**src/rtl/isaPkg.sv**
```systemverilog
// Instruction-set types and field positions shared by the decode-side micro-op logic
package isaPkg;

	typedef logic [31:0] instrWord; // One ARM instruction word

	typedef struct packed {
		logic n; // Negative
		logic z; // Zero
		logic c; // Carry
		logic v; // Overflow
	} nzcvFlags;

	// Condition field encodings, bits 31:28
	typedef enum logic [3:0] {
		eq, ne, cs, cc, mi, pl, vs, vc,
		hi, ls, ge, lt, gt, le, al, nv
	} condCode;

	// Data-processing opcode field, bits 24:21
	typedef enum logic [3:0] {
		andOp, eorOp, subOp, rsbOp, addOp, adcOp, sbcOp, rscOp,
		tstOp, teqOp, cmpOp, cmnOp, orrOp, movOp, bicOp, mvnOp
	} dpOpcode;

	// Expansion class picked by the classifier
	typedef enum logic [2:0] {
		clsPlain, clsRsr, clsMulAccShort, clsMulAccLong, clsBranchLink, clsLoadMultiple
	} instrClass;

	localparam int condLsb = 28; // Condition field
	localparam int rnLsb = 16;   // First operand / base register
	localparam int rdLsb = 12;   // Destination, Ra for MLA
	localparam int regIdxWidth = 4;
	localparam int regListWidth = 16; // LDM register list, bits 15:0

	localparam int wordBytes = 4; // Address step between LDM beats

endpackage

```
**src/rtl/uopPkg.sv**
```systemverilog
// Micro-op sequencing types and register numbers used by the expander and its testbench
package uopPkg;

	// Sequencer states; ready issues beat 1 of any series
	typedef enum logic [2:0] {
		ready, rsrOp, mulAccAdd, branchJump, ldmBeat
	} seqState;

	// Register-file Rz routing, same encodings the datapath decodes
	typedef enum logic [3:0] {
		rzNone     = 4'b0000,
		rzShiftSrc = 4'b1100, // RA1 mux plus Rz as write target
		rzOperandB = 4'b0010, // Rz read on port B
		rzOperandA = 4'b0001  // Rz read on port A
	} rzSelect;

	typedef struct packed {
		logic instrMux;     // Micro-op replaces the decoded word
		logic noFlagUpdate;
		logic uopStall;     // Decode must hold the instruction
		logic keepV;
		logic prevRsr;      // Second half of a two-beat op
		logic blockForward; // LDM beat after the first
		rzSelect rz;
	} uopCtrl;

	typedef struct packed {
		logic [3:0] destReg; // Lowest remaining listed register
		logic upBit;         // U bit of the single load
		logic [11:0] offset; // Offset magnitude
		logic lastBeat;      // Only one register left
	} blockBeat;

	localparam logic [3:0] rzReg = 4'hF;   // Scratch register
	localparam logic [3:0] linkReg = 4'hE; // LR
	localparam logic [3:0] pcReg = 4'hF;   // PC as source operand

endpackage

```
**src/rtl/blockTransferPlan.sv**
```systemverilog
// Load-multiple beat planner giving each beat's destination register, U bit and offset
`timescale 1ns/1ps

module blockTransferPlan (
	input  logic             clk,
	input  logic             reset,
	input  logic             stall,
	input  logic             loadList, // First beat, use instruction's own list
	input  isaPkg::instrWord instr,
	output uopPkg::blockBeat beat
);

	logic [isaPkg::regListWidth-1:0] remList;  // Registers still to load
	logic [isaPkg::regListWidth-1:0] curList;
	logic [isaPkg::regIdxWidth:0]    beatIdx;  // Index of the next beat
	logic [isaPkg::regIdxWidth:0]    curIdx;
	logic [isaPkg::regIdxWidth:0]    listCount; // Set bits in the full list
	logic [isaPkg::regIdxWidth-1:0]  lowReg;
	logic [7:0]                      listBytes;
	logic [7:0]                      stepBytes;
	logic signed [7:0]               startOff;  // Signed offset of beat 0
	logic signed [7:0]               curOff;
	logic [7:0]                      offMag;

	assign curList = loadList ? instr[isaPkg::regListWidth-1:0] : remList;
	assign curIdx = loadList ? '0 : beatIdx;
	assign listCount = 5'($countones(instr[isaPkg::regListWidth-1:0]));
	assign listBytes = 8'(listCount) * 8'(isaPkg::wordBytes);
	assign stepBytes = 8'(curIdx) * 8'(isaPkg::wordBytes);

	// Start offset from addressing mode P/U
	always_comb begin
		case (instr[24:23])
			2'b00: startOff = $signed(8'(isaPkg::wordBytes)) - $signed(listBytes); // DA
			2'b01: startOff = '0;                                               // IA
			2'b10: startOff = -$signed(listBytes);                              // DB
			default: startOff = $signed(8'(isaPkg::wordBytes));                 // IB
		endcase
	end

	assign curOff = startOff + $signed(stepBytes); // Each beat one word higher
	assign offMag = curOff[7] ? 8'(-curOff) : 8'(curOff);

	// Lowest set register in the working list
	always_comb begin
		lowReg = '0;
		for (int i = isaPkg::regListWidth - 1; i >= 0; i--) begin
			if (curList[i]) begin
				lowReg = 4'(i);
			end
		end
	end

	assign beat.destReg = lowReg;
	assign beat.upBit = !curOff[7]; // Zero offset counts as up
	assign beat.offset = {4'b0, offMag};
	assign beat.lastBeat = ($countones(curList) == 1);

	// State left after the beat just described
	always_ff @(posedge clk) begin
		if (reset) begin
			remList <= '0;
			beatIdx <= '0;
		end else if (!stall) begin
			remList <= curList & ~(16'b1 << lowReg); // Drop the loaded register
			beatIdx <= curIdx + 1'b1;
		end
	end

endmodule

```
**src/rtl/instrClassify.sv**
```systemverilog
// Combinational decode of the expansion class and condition check for the micro-op expander
`timescale 1ns/1ps

module instrClassify (
	input  isaPkg::instrWord  instr,
	input  isaPkg::nzcvFlags  flags,
	output isaPkg::instrClass cls,
	output logic              condPass
);

	logic isBx;    // BX Rm is never treated as RSR
	logic isRsr;
	logic isMulAcc;
	logic isLdm;
	logic isBl;
	isaPkg::condCode cond;

	assign cond = isaPkg::condCode'(instr[isaPkg::condLsb +: 4]);

	assign isBx = (instr[27:6] == {8'b0001_0010, 12'hFFF, 2'b00});
	assign isRsr = (instr[27:25] == 3'b000) && !instr[7] && instr[4] && !isBx;
	assign isMulAcc = instr[21] && (instr[7:4] == 4'b1001); // MLA / UMLAL / SMLAL
	assign isLdm = (instr[27:25] == 3'b100) && instr[20]
		&& (instr[isaPkg::regListWidth-1:0] != '0); // Empty list passes through
	assign isBl = (instr[27:24] == 4'b1011);

	// RSR outranks multiply-accumulate, then LDM, then BL
	always_comb begin
		if (isRsr) begin
			cls = isaPkg::clsRsr;
		end else if (isMulAcc) begin
			cls = instr[23] ? isaPkg::clsMulAccLong : isaPkg::clsMulAccShort; // Bit 23 picks long
		end else if (isLdm) begin
			cls = isaPkg::clsLoadMultiple;
		end else if (isBl) begin
			cls = isaPkg::clsBranchLink;
		end else begin
			cls = isaPkg::clsPlain;
		end
	end

	// Condition evaluation against current NZCV
	always_comb begin
		condPass = 1'b0;
		case (cond)
			isaPkg::eq: condPass = flags.z;
			isaPkg::ne: condPass = !flags.z;
			isaPkg::cs: condPass = flags.c;
			isaPkg::cc: condPass = !flags.c;
			isaPkg::mi: condPass = flags.n;
			isaPkg::pl: condPass = !flags.n;
			isaPkg::vs: condPass = flags.v;
			isaPkg::vc: condPass = !flags.v;
			isaPkg::hi: condPass = flags.c && !flags.z;
			isaPkg::ls: condPass = !flags.c || flags.z;
			isaPkg::ge: condPass = (flags.n == flags.v);
			isaPkg::lt: condPass = (flags.n != flags.v);
			isaPkg::gt: condPass = !flags.z && (flags.n == flags.v);
			isaPkg::le: condPass = flags.z || (flags.n != flags.v);
			isaPkg::al: condPass = 1'b1;
			isaPkg::nv: condPass = 1'b0; // Never
			default: condPass = 1'b0;
		endcase
	end

endmodule

```
**src/rtl/microOpExpander.sv**
```systemverilog
// Top of the decode-stage micro-op expander, instantiated between fetch/decode and register read
`timescale 1ns/1ps

module microOpExpander (
	input  logic             clk,
	input  logic             reset,
	input  logic             stall,
	input  isaPkg::instrWord instr,
	input  isaPkg::nzcvFlags flags,
	output isaPkg::instrWord uop,
	output uopPkg::uopCtrl   ctrl
);

	isaPkg::instrClass cls;
	logic              condPass;
	logic              loadList; // Planner restarts from the instruction list
	uopPkg::blockBeat  beat;

	instrClassify u_instrClassify (
		.instr    (instr),
		.flags    (flags),
		.cls      (cls),
		.condPass (condPass)
	);

	blockTransferPlan u_blockTransferPlan (
		.clk      (clk),
		.reset    (reset),
		.stall    (stall),
		.loadList (loadList),
		.instr    (instr),
		.beat     (beat)
	);

	uopSequencer u_uopSequencer (
		.clk      (clk),
		.reset    (reset),
		.stall    (stall),
		.instr    (instr),
		.cls      (cls),
		.condPass (condPass),
		.beat     (beat),
		.loadList (loadList),
		.uop      (uop),
		.ctrl     (ctrl)
	);

endmodule

```
**src/rtl/uopSequencer.sv**
```systemverilog
// Mealy FSM building each micro-op word and its decode controls from the classified instruction
`timescale 1ns/1ps

module uopSequencer (
	input  logic              clk,
	input  logic              reset,
	input  logic              stall,
	input  isaPkg::instrWord  instr,
	input  isaPkg::instrClass cls,
	input  logic              condPass,
	input  uopPkg::blockBeat  beat,
	output logic              loadList,
	output isaPkg::instrWord  uop,
	output uopPkg::uopCtrl    ctrl
);

	uopPkg::seqState state;
	uopPkg::seqState nextState;
	logic [3:0] cond;
	logic [3:0] rn;
	logic [3:0] ra;       // Accumulate register of MLA
	isaPkg::instrWord ldmWord;

	assign cond = instr[isaPkg::condLsb +: 4];
	assign rn = instr[isaPkg::rnLsb +: isaPkg::regIdxWidth];
	assign ra = instr[isaPkg::rdLsb +: isaPkg::regIdxWidth];
	assign loadList = (state == uopPkg::ready);

	// Single pre-indexed word load, no writeback
	assign ldmWord = {cond, 3'b010, 1'b1, beat.upBit, 1'b0, 1'b0, 1'b1,
		rn, beat.destReg, beat.offset};

	always_ff @(posedge clk) begin
		if (reset) begin
			state <= uopPkg::ready;
		end else if (!stall) begin
			state <= nextState; // Hold whole series while pipeline stalls
		end
	end

	always_comb begin
		uop = instr; // Pass-through unless replaced
		ctrl = '0;
		nextState = uopPkg::ready;
		case (state)
			uopPkg::ready: begin
				case (cls)
					isaPkg::clsRsr: begin
						uop = {instr[31:25], isaPkg::movOp, 1'b0, 4'b0000, uopPkg::rzReg,
							instr[11:0]}; // MOV Rz, shifted operand
						ctrl.instrMux = 1'b1;
						ctrl.noFlagUpdate = 1'b1;
						ctrl.uopStall = 1'b1;
						ctrl.rz = uopPkg::rzShiftSrc;
						nextState = uopPkg::rsrOp;
					end
					isaPkg::clsMulAccShort, isaPkg::clsMulAccLong: begin
						uop = {instr[31:24], 1'b0, instr[22], 1'b0, instr[20], uopPkg::rzReg,
							4'b0000, instr[11:0]}; // Plain MUL into Rz
						ctrl.instrMux = 1'b1;
						ctrl.uopStall = 1'b1;
						ctrl.keepV = 1'b1;
						ctrl.rz = uopPkg::rzShiftSrc;
						nextState = uopPkg::mulAccAdd;
					end
					isaPkg::clsBranchLink: begin
						uop = {cond, 3'b000, isaPkg::movOp, 1'b0, 4'b0000, uopPkg::linkReg,
							8'b0, uopPkg::pcReg}; // MOV LR, PC
						ctrl.instrMux = 1'b1;
						ctrl.uopStall = 1'b1;
						nextState = uopPkg::branchJump;
					end
					isaPkg::clsLoadMultiple: begin
						uop = ldmWord; // First beat, condition checked downstream
						ctrl.instrMux = 1'b1;
						ctrl.noFlagUpdate = 1'b1;
						ctrl.uopStall = !beat.lastBeat;
						nextState = beat.lastBeat ? uopPkg::ready : uopPkg::ldmBeat;
					end
					default: begin
						nextState = uopPkg::ready; // Plain, single beat
					end
				endcase
			end
			uopPkg::rsrOp: begin
				uop = {instr[31:12], 8'b0, uopPkg::rzReg}; // Original op on unshifted Rz
				ctrl.instrMux = 1'b1;
				ctrl.prevRsr = 1'b1;
				ctrl.rz = uopPkg::rzOperandB;
			end
			uopPkg::mulAccAdd: begin
				if (cls == isaPkg::clsMulAccLong) begin
					uop = {instr[31:24], 3'b101, instr[20:16], ra, ra, 4'b1001,
						instr[19:16]}; // Accumulate-long form
					ctrl.rz = uopPkg::rzNone;
				end else begin
					uop = {cond, 3'b000, isaPkg::addOp, instr[21], uopPkg::rzReg,
						instr[19:16], 8'b0, ra}; // ADD Rd, Rz, Ra
					ctrl.rz = uopPkg::rzOperandA;
				end
				ctrl.instrMux = 1'b1;
				ctrl.noFlagUpdate = 1'b1;
				ctrl.prevRsr = 1'b1;
			end
			uopPkg::branchJump: begin
				uop = {instr[31:25], 1'b0, instr[23:0]}; // B without link
				ctrl.instrMux = 1'b1;
			end
			uopPkg::ldmBeat: begin
				if (!condPass) begin
					uop = {cond, 3'b001, isaPkg::addOp, 1'b0, 20'b0}; // Abort, harmless ADD
					ctrl.noFlagUpdate = 1'b1;
				end else begin
					uop = ldmWord;
					ctrl.instrMux = 1'b1;
					ctrl.noFlagUpdate = 1'b1;
					ctrl.uopStall = !beat.lastBeat;
					ctrl.blockForward = 1'b1;
					nextState = beat.lastBeat ? uopPkg::ready : uopPkg::ldmBeat;
				end
			end
			default: begin
				nextState = uopPkg::ready;
			end
		endcase
	end

endmodule

```
**config.mk**
```make
export PLATFORM = sky130hd
export DESIGN_NAME = microOpExpander
export DESIGN_NICKNAME = d
export VERILOG_FILES = /design/src/rtl/isaPkg.sv /design/src/rtl/uopPkg.sv /design/src/rtl/blockTransferPlan.sv /design/src/rtl/instrClassify.sv /design/src/rtl/microOpExpander.sv /design/src/rtl/uopSequencer.sv
export SDC_FILE = /design/constraint.sdc
export NUM_CORES = 1
export LEC_CHECK = 0
export BUFFER_PORTS_ARGS = -buffer_cell sky130_fd_sc_hd__buf_2
export CORE_UTILIZATION = 53
export CTS_CLUSTER_DIAMETER = 50
export DETAILED_ROUTE_END_ITERATION = 6
export PLACE_DENSITY = 0.73
export RECOVER_POWER = 50
export SLEW_MARGIN = 20
export SYNTH_ARGS = -nofsm -noshare
export SYNTH_HDL_FRONTEND = slang
export SYNTH_SLANG_ARGS = --single-unit
```
**constraint.sdc**
```tcl
create_clock -name clk -period 6.73 [get_ports clk]
set_input_delay 0 -clock clk [delete_from_list [all_inputs] [get_ports clk]]
set_output_delay 0 -clock clk [all_outputs]
set_load 0.01 [all_outputs]
```
== Word-level counts from Yosys, hierarchy flattened ==
Cells that the tools add are included.

* Reduce and logical (&&, ||, !) cells: 31
* Muxes and demuxes: 49
* Eq/ne operators: 33
* Bitwise logic cells: 2
* Add/sub/neg operators: 35
* Shifts and indexed selects: 1

{| class="wikitable"
|+ Operators with widths
! cell !! number
|-
| adder 32 bit || 7
|-
| case mux 28 bit (5 select lines) || 1
|-
| case mux 28 bit (4 select lines) || 1
|-
| two-way mux 4 bit || 17
|-
| == test 4 bit (second input constant) || 10
|-
| adder 5 bit || 7
|-
| adder 1 x 1 -> 2 bit || 16
|-
| == test 32 x 2 -> 1 bit (second input constant) || 1
|-
| two-way mux 28 bit || 1
|-
| two-way mux 27 bit || 1
|-
| case mux 8 bit (3 select lines) || 1
|-
| == test 22 x 19 -> 1 bit (second input constant) || 1
|-
| two-way mux 3 bit || 6
|-
| AND 16 bit || 1
|-
| == test 4 x 3 -> 1 bit (second input constant) || 4
|-
| two-way mux 16 bit || 1
|-
| NOT 16 bit || 1
|-
| case mux 1 bit (16 select lines) || 1
|-
| nonzero test 16 bit || 1
|-
| << shifter 1 x 4 -> 16 bit (first input constant) || 1
|-
| == test 3 x 2 -> 1 bit (second input constant) || 4
|-
| == test 3 bit (second input constant) || 4
|-
| case mux 3 bit (4 select lines) || 1
|-
| case mux 4 bit (3 select lines) || 1
|-
| other kinds (28) || 61
|}

* Register bits after elaboration: 24

== Depth between registers and ports, before layout ==
Gate-level depths: netlist (run 1).

* Depth after elaboration: 21
* Depth in mapped cells: 26
* Mapped depth without buffers: 25

== Modules after synthesis ==
Synthesis (run 1) repeated with hierarchy kept, for this count alone.

* Cell total of the unflattened synthesis: 532
* Area total of the unflattened synthesis: 4202.8 sq um

{| class="wikitable"
|+ Modules (own cells, without submodules)
! module !! area each (sq um) !! seq. area each (sq um) !! times used !! cells an instance
|-
| blockTransferPlan || 2830.2 || 420.4 || 1 || 335
|-
| uopSequencer || 1138.6 || 60.1 || 1 || 165
|-
| instrClassify || 234.0 || 0.0 || 1 || 32
|}

== Worst setup path after synthesis (run 1) ==
Ideal clock, no wire load.

* Kind: input to output
* Start: input port instr[14]
* End: output port uop[5]
* Setup slack: 1.186 ns
* Stages on the path: 26
* Data arrival time: 5.544 ns
* Data required time: 6.730 ns
* Path buffers: 1
* Cells stage by stage: clkbuf_1 -> inv_1 -> ha_1 -> inv_1 -> fa_1 -> inv_1 -> fa_1 -> fa_1 -> inv_1 -> fa_1 -> inv_1 -> ha_1 -> fa_1 -> inv_1 -> ha_1 -> a21boi_0 -> xnor2_1 -> nor2_1 -> ha_1 -> o21ai_0 -> o21bai_1 -> a21oi_1 -> xor2_1 -> nor2_1 -> xor2_1 -> o21ai_0

* Cells in the longest elaborated chain, start to end: 11
* Elaborated cells on any way between the ends: 27

{| class="wikitable"
|+ Ends and longest elaborated chain
! element !! RTL line !! text
|-
| start: declaration || microOpExpander.sv:8 || <nowiki>input isaPkg::instrWord instr,</nowiki>
|-
| adder 1 x 1 -> 2 bit || blockTransferPlan.sv:27 || <nowiki>assign listCount = 5'($countones(instr[isaPkg::regListWidth-1:0]));</nowiki>
|-
| adder 5 bit (3 in a row) || blockTransferPlan.sv:27 ||
|-
| negator 7 -> 8 bit or subtractor 3 x 7 -> 8 bit (tied branches) || blockTransferPlan.sv:36, blockTransferPlan.sv:34 ||
|-
| case mux 8 bit (3 select lines) || blockTransferPlan.sv:33 || <nowiki>case (instr[24:23])</nowiki>
|-
| adder 8 bit || blockTransferPlan.sv:41 || <nowiki>assign curOff = startOff + $signed(stepBytes);</nowiki>
|-
| negator 8 bit || blockTransferPlan.sv:42 || <nowiki>assign offMag = curOff[7] ? 8'(-curOff) : 8'(curOff);</nowiki>
|-
| two-way mux 8 bit || blockTransferPlan.sv:42 ||
|-
| case mux 28 bit (4 select lines) or two-way mux 27 bit (tied branches) || uopSequencer.sv:47, uopSequencer.sv:110 ||
|-
| case mux 28 bit (5 select lines) * || uopSequencer.sv:45 || <nowiki>case (state)</nowiki>
|-
| end: declaration || microOpExpander.sv:10 || <nowiki>output isaPkg::instrWord uop,</nowiki>
|}

Every way passes the cells marked *; elsewhere a longest branch is shown, timed or not.

==> results of run 1 <==
[worst register-to-register path: stages (launching register included)]
cell	delay [ps]
dfxtp_1	970
or3_1	530
clkbuf_1	750
nor2_1	120
a21oi_1	240
inv_1	70
ha_1	240
fa_1	510
fa_1	450
fa_1	470
ha_1	240
fa_1	480
nor2_1	40
and4b_1	210
or4_1	410
a21oi_1	150
[metal layers]
metal	vias to the layer above	global-route usage [%]	part of all wire [%]
met5	-	0	0.064
met4	2	14.0	3.9
met3	40	2.83	7.4
met2	252	52.9	46
met1	2231	44.2	43
li1	2225	-	-
[cells in the final DEF, fill, tap and decap left out, types with 5 or more instances in the layout]
| cell type | synthesis | layout |
|---|---|---|
| nand2b_1 | 9 | 9 |
| and2_1 | 7 | 5 |
| a22o_1 | 9 | 9 |
| fa_1 | 23 | 23 |
| o21ai_0 | 37 | 38 |
| o22ai_1 | 9 | 9 |
| ha_1 | 47 | 47 |
| a21o_1 | 10 | 10 |
| and3_1 | 5 | 5 |
| mux2i_1 | 14 | 14 |
| o211ai_1 | 6 | 6 |
| a21oi_1 | 44 | 44 |
| nand3_1 | 12 | 12 |
| o31ai_1 | 5 | 5 |
| nor3_1 | 17 | 17 |
| xnor2_1 | 10 | 10 |
| inv_1 | 73 | 73 |
| nand4_1 | 6 | 6 |
| clkbuf_1 | 14 | 23 |
| nand2_1 | 42 | 42 |
| buf_2 | 9 | 59 |
| dfxtp_1 | 24 | 24 |
| nor4_1 | 6 | 7 |
| nor2_1 | 47 | 47 |
[through the flow]
step           hold WS [ps]  setup WS [ps]  instances  cell area [um^2]  util (%)
2_1_floorplan          91.8           1190        596              4460         -
4_1_cts                56.2            652        753              4890      59.8
5_1_grt                 132            242        753              4850      59.3
6_report                108            609        753              4850      59.3
3_5_place_dp            277            735        749              4830      59.1
3_3_place_gp            274            837        749              4830      59.1
[flip-flops by register name, indices dropped and copies added (netlist names)]
| name | flops |
|---|---|
| u_blockTransferPlan.remList | 16 |
| u_blockTransferPlan.beatIdx | 5 |
| u_uopSequencer.state | 3 |
[logic make-up after synthesis]
family / count (synthesis) / synth area share (%)
adder cells (fa/ha/maj): 70 / 23.5
multiplexers: 16 / 3.65
buffers and inverters: 110 / 10.7
XOR/XNOR: 14 / 2.75
AO/OA/AOI/OAI: 174 / 26.1
flip-flops: 24 / 10.8
AND/OR/NAND/NOR: 188 / 22.5
[power by group through the flow]
stage | combinational [W] | clock, W | sequential [W]
2_1_floorplan | 0.000780 | 0 | 0.000162
3_3_place_gp | 0.00100 | 0 | 0.000166
3_5_place_dp | 0.00105 | 0 | 0.000166
4_1_cts | 0.00106 | 0.000103 | 0.000162
5_1_grt | 0.00119 | 0.000110 | 0.000164
6_report | 0.00105 | 0.000104 | 0.000163
[worst min path at each step]
stage | startpoint | end | slack [ps] | cells past startpoint
final | instr[6] | u_blockTransferPlan.remList[6] | 110 | 3
after CTS | instr[6] | u_blockTransferPlan.remList[6] | 60 | 3
after floorplan | instr[28] | uop[28] | 90 | 1
after global placement | instr[28] | uop[28] | 270 | 2
after global routing | instr[6] | u_blockTransferPlan.remList[6] | 130 | 3
after detailed placement | instr[28] | uop[28] | 280 | 2
[layout make-up]
| type | count | area [um^2] | share of cell area, % |
|---|---|---|---|
| multi-input cells | 462 | 3500 | 72.3 |
| flip-flops and latches | 24 | 480 | 9.91 |
| repair buffers | 85 | 404 | 8.34 |
| clock buffers | 4 | 55.1 | 1.14 |
| well taps | 105 | 131 | 2.71 |
| inverters | 73 | 274 | 5.65 |
==> flow_metrics.env, run 1 <==
export IMPL_outcome="complete, but fails checks"
export IMPL_violations="max-capacitance violations, max-slew violations"
export IMPL_post_route_min_period_ps=6120
export IMPL_path_delay_family="adder cells"
export IMPL_yosysSeqAreaShare_pct=10.8
export IMPL_cp_buffers_inverters=3
export IMPL_synth_edff_count=0
export IMPL_std_cell_rows=33
export IMPL_cts_tree="yes"
export IMPL_synth_largest_area_cell="ha_1"
export IMPL_drt_pass1_iter_count=6
export IMPL_place_gp_congestion=1.01
export IMPL_hold_path_class="in2reg"
export IMPL_crit_chain="or3_1 > clkbuf_1 > nor2_1 > a21oi_1 > inv_1 > ha_1 > fa_1 > fa_1 > fa_1 > ha_1 > fa_1 > o21ai_0 > and4b_1 > o21ai_0 > nand2_1 > o21ai_0 > buf_2"
export IMPL_via_per_inst=6.31
export IMPL_net_switching_power_w=0.000673
export IMPL_total_power_w=0.00132
export IMPL_fp_dieH_um=93.7
export IMPL_combPwrFrac_pct=79.8
export IMPL_power_frac_clock_pct=7.9
export IMPL_portBuffers=80
export IMPL_cp_data_arrival_time_ps=6120
export IMPL_clock_path_buffers=2
export IMPL_peakVddDrop_mv=0.303
export IMPL_synth_warnings=0
export IMPL_power_density_mw_per_mm2=272
export IMPL_dieWidth_um=93.7
export IMPL_synth_cell_area_mm2=0.00446
export IMPL_finalSetupViolations=0
export IMPL_worst_pin_slew_ps=1960
export IMPL_cts_setup_buffers=0
export IMPL_post_synth_top_count_cell="inv_1"
export IMPL_clkSlewWorstSetupHoldPaths_ps=90
export IMPL_synth_commonest_cells="inv_1 (73), ha_1 (47), nor2_1 (47)"
export IMPL_nFillCells=812
export IMPL_postSynthCellCount=596
export IMPL_crit_path_end="ctrl[7]"
export IMPL_io_pins=81
export IMPL_wirelength_um=14200
export IMPL_avgRoutedWirePerCell_um=18.8
export IMPL_grt_overflow=0
export IMPL_fmax_ghz=0.163
export IMPL_synth_cell_types=79
export IMPL_swShare_pct=51.0
export IMPL_startpoint_type="flop"
export IMPL_slew_viol_final=48
export IMPL_slowest_delay_ps=970
export IMPL_first_global_vias=4398
export IMPL_die_area_mm2=0.00879
export IMPL_n_antenna_cell=0
export IMPL_grt_max_degree=48
export IMPL_htreeDepth=1
export IMPL_cp_slowest_cell="dfxtp_1"
export IMPL_path_max_fanout=21
export IMPL_worstSkewPairLatency_ps=280
export IMPL_reg2reg_depth=15
export IMPL_dp_final_hpwl_um=11400
export IMPL_fin_nets=758
export IMPL_synth_flop_cell="dfxtp_1"
export IMPL_drtIter0Drc=424
export IMPL_synth_area_leaders="ha_1 (13%), dfxtp_1 (11%), fa_1 (10%)"
export IMPL_drt_antenna_violating_nets=0
export IMPL_cap_violations=1
export IMPL_r2r_slack_ps=790
export IMPL_vias=4750
export IMPL_layout_drive_gt1_share_pct=13.7
export IMPL_timing_rr_start="u_uopSequencer.state[0]"
export IMPL_cts_sinks=24
export IMPL_cp_depth=17
export IMPL_syn_nets=705
export IMPL_r2r_end="u_uopSequencer.state[2]"
export IMPL_grt_util_all_layers_pct=32.7
export IMPL_async_reset_ff_share_pct=0
export IMPL_synth_top_area_share_pct=13.2
export IMPL_core_area_mm2=0.00818
export IMPL_antenna_found_initial=1
export IMPL_p_leak_nw=2.35
export IMPL_rsz0062_at_grt="no"
export IMPL_crit_type="reg2out"
export IMPL_hold_violations=0
export IMPL_clock_skew_ps=3.93
export IMPL_internal_power_w=0.000646
export IMPL_maxSlewHeadroom_pct=-30.4
export IMPL_root_buffer="clkbuf_8"
export IMPL_ctsResizeCount=0
export IMPL_ys_ff_latch=24
export IMPL_initial_core_util_pct=54.6
export IMPL_crit_required_ps=6730
export IMPL_postSynthAreaPerCell_um2=7.48
export IMPL_fin_crit_sh_pct=91.0
export IMPL_drc=0
export IMPL_startpoint="u_uopSequencer.state[0]"
export IMPL_cts_buffers=3
export IMPL_grt_pass1_wl_um=22200
export IMPL_crit_top_cell="fa_1"
export IMPL_ctsHoldBuffers=0
export IMPL_endpoint_kind="output port"
export IMPL_pwr_share_seq_pct=12.4
export IMPL_fin_tns_setup_ps=0
export IMPL_syn_to_final_growth_pct=8.70
(Power assumes the default switching activity.)
==> run 2, diff against run 1 <==
PLACE_DENSITY = 0.74   (was 0.73)
SYNTH_HIERARCHICAL = 1   (was not set)
==> run 2 against run 1 <==
  * Routed wire length shrank 12%
  * Largest cell class unchanged
  * Clock skew is essentially flat
  * Die area shrank 5.7%
  * Final area shrank 5.8%
  * The run now ends clean
  * Critical path depth grew 3
  * Area after synthesis shrank 5.8%
  * Register-to-register slack gained 330 ps
  * Via count shrank 10%
  * Sequential cell count is the same
  * Fmax shrank 2.3%
  * Non-clock buffer count shrank 1
==> flow_metrics.env, run 2 <==
export IMPL_synth_area_leaders="dfxtp_1 (11%), fa_1 (10%), ha_1 (6.3%)"
export IMPL_synth_largest_area_cell="dfxtp_1"
export IMPL_wirelength_um=12400
export IMPL_fp_dieH_um=91.1
export IMPL_syn_to_final_growth_pct=8.66
export IMPL_cts_sinks=24
export IMPL_path_delay_family="adder cells"
export IMPL_root_buffer="clkbuf_8"
export IMPL_synth_edff_count=0
export IMPL_synth_top_area_share_pct=11.4
export IMPL_grt_overflow=0
export IMPL_power_density_mw_per_mm2=244
export IMPL_maxSlewHeadroom_pct=35.2
export IMPL_yosysSeqAreaShare_pct=11.4
export IMPL_layout_drive_gt1_share_pct=18.0
export IMPL_fin_tns_setup_ps=0
export IMPL_portBuffers=80
export IMPL_first_global_vias=4005
export IMPL_worstSkewPairLatency_ps=280
export IMPL_io_pins=81
export IMPL_antenna_found_initial=0
export IMPL_drtIter0Drc=300
export IMPL_clock_skew_ps=4.38
export IMPL_dpl_cell_area_mm2=0.00454
export IMPL_largest_reg_flops=16
export IMPL_postSynthCellCount=532
export IMPL_cp_slowest_cell="inv_2"
export IMPL_crit_type="reg2out"
export IMPL_post_route_min_period_ps=6270
export IMPL_hold_path_class="in2reg"
export IMPL_ctsHoldBuffers=0
export IMPL_ctsResizeCount=0
export IMPL_top_regs="u_blockTransferPlan/remList x16, u_blockTransferPlan/beatIdx x5, u_uopSequencer/state x3"
export IMPL_async_reset_ff_share_pct=0
export IMPL_crit_chain="or3_1 > inv_2 > mux2i_1 > inv_1 > fa_1 > fa_1 > inv_1 > fa_1 > fa_1 > inv_1 > ha_1 > inv_1 > fa_1 > nand4bb_1 > a21oi_1 > nor3_1 > mux2i_1 > o22ai_1 > a22o_1 > buf_2"
export IMPL_final_common_cell="buf_2"
export IMPL_slew_viol_final=0
export IMPL_synth_warnings=6
export IMPL_fin_nets=671
export IMPL_synth_cell_types=91
export IMPL_grt_util_all_layers_pct=29.5
export IMPL_path_max_fanout=46
export IMPL_cts_buffers=3
export IMPL_crit_top_cell="fa_1"
export IMPL_startpoint_type="flop"
export IMPL_drt_pass1_iter_count=5
export IMPL_design_area_mm2=0.00457
export IMPL_drc=0
export IMPL_worst_pin_slew_ps=970
export IMPL_die_area_mm2=0.00829
export IMPL_postSynthAreaPerCell_um2=7.90
export IMPL_rsz0062_at_grt="no"
export IMPL_via_per_inst=6.18
export IMPL_peakVddDrop_mv=0.115
export IMPL_endpoint_kind="output port"
export IMPL_clock_path_buffers=2
export IMPL_cp_buffers_inverters=6
export IMPL_synth_flop_cell="dfxtp_1"
export IMPL_top_register="u_blockTransferPlan/remList"
export IMPL_clkSlewWorstSetupHoldPaths_ps=100
export IMPL_outcome="finished, final reports clean"
export IMPL_drt_antenna_violating_nets=0
export IMPL_cts_setup_buffers=0
export IMPL_place_gp_congestion=0.998
export IMPL_post_synth_top_count_cell="inv_1"
export IMPL_crit_required_ps=6730
export IMPL_fmax_ghz=0.160
export IMPL_dp_final_hpwl_um=9690
export IMPL_dieWidth_um=91.1
export IMPL_p_leak_nw=2.08
export IMPL_std_cell_rows=32
export IMPL_grt_pass1_wl_um=19700
export IMPL_n_antenna_cell=0
export IMPL_cap_violations=0
export IMPL_synth_commonest_cells="inv_1 (48), nor2_1 (44), nand2_1 (36)"
export IMPL_htreeDepth=1
export IMPL_slowest_delay_ps=670
export IMPL_cp_data_arrival_time_ps=6270
export IMPL_grt_max_degree=47
export IMPL_initial_core_util_pct=54.7
export IMPL_core_area_mm2=0.00769
export IMPL_cts_tree="yes"
export IMPL_total_power_w=0.00111
export IMPL_finalSetupViolations=0
export IMPL_ys_ff_latch=24
export IMPL_vias=4268
export IMPL_mostFrequentLayoutCells="buf_2 (61), inv_1 (48), nor2_1 (44)"
export IMPL_synth_cell_area_mm2=0.00420
export IMPL_hold_violations=0
export IMPL_fin_crit_sh_pct=93.1
export IMPL_avgRoutedWirePerCell_um=18.0
-- run 2: cell types whose count changed after synthesis, sizes merged, moves of 6 or more --
cell / previous run / this run
mux2: 2 / 11
a21o: 10 / 17
or2: 4 / 10
a21oi: 44 / 33
ha: 47 / 21
o21ai: 39 / 20
nand3: 12 / 6
inv: 73 / 50
nor2b: 3 / 13
-- run 2: kinds of logic (layout without fill, tap and decap cells) --
kind of cell             count (synthesis)  count (layout)  synth area share [%]
flip-flops                              24              24                  11.4
buffers and inverters                   86             138                  10.2
AND/OR/NAND/NOR                        201             201                  28.2
adder cells (fa/ha/maj)                 43              43                  16.5
XOR/XNOR                                14              14                  3.10
other                                    1               6                0.0892
AO/OA/AOI/OAI                          137             137                  23.5
multiplexers                            26              26                  7.00
-- run 2: final cells by class --
cell class / instances / area, um^2
clock buffers: 3 / 41.3
clock inverters: 1 / 30.0
flip-flops and latches: 24 / 480
inverters: 50 / 188
multi-input cells: 427 / 3300
repair buffers: 84 / 403
fillers: 759 / 3120
well taps: 102 / 128
-- run 2: path summary, 6_finish.rpt --
| kind | from | to | slack [ps] | cells past startpoint |
|---|---|---|---|---|
| setup / recovery | u_uopSequencer/state[1] | ctrl[7] | 460 | 20 |
| hold / removal | reset | u_uopSequencer/state[0] | 160 | 2 |
| setup reg to reg | u_uopSequencer/state[1] | u_uopSequencer/state[2] | 1120 | 18 |
| hold reg to reg | u_blockTransferPlan/remList[0] | u_blockTransferPlan/remList[0] | 470 | 2 |
-- run 2: per-stage QoR --
step | utilization [%] | hold WS [ps] | setup WS (ps) | instances
4_1_cts | 60.0 | 167 | 460 | 691
3_3_place_gp | 59.0 | 211 | 991 | 687
5_1_grt | 59.4 | 175 | 114 | 691
3_5_place_dp | 59.0 | 213 | 768 | 687
2_1_floorplan | - | 69.1 | 1370 | 537
6_report | 59.4 | 158 | 462 | 691
-- run 2: per-layer routing --
metal | wire length [um] | global-route usage (%) | share of wire, %
met5 | 0 | 0 | 0
met4 | 281 | 10.2 | 2.3
met3 | 981 | 3.43 | 7.9
met2 | 5710 | 48.9 | 46
met1 | 5470 | 39.6 | 44
-- run 2: report_power, final --
group | internal [W] | total, W | switching, W
registers | 0.000149 | 0.000157 | 0.00000756
logic | 0.000352 | 0.000823 | 0.000471
clock network | 0.0000797 | 0.000134 | 0.0000539
total | 0.000580 | 0.00111 | 0.000533
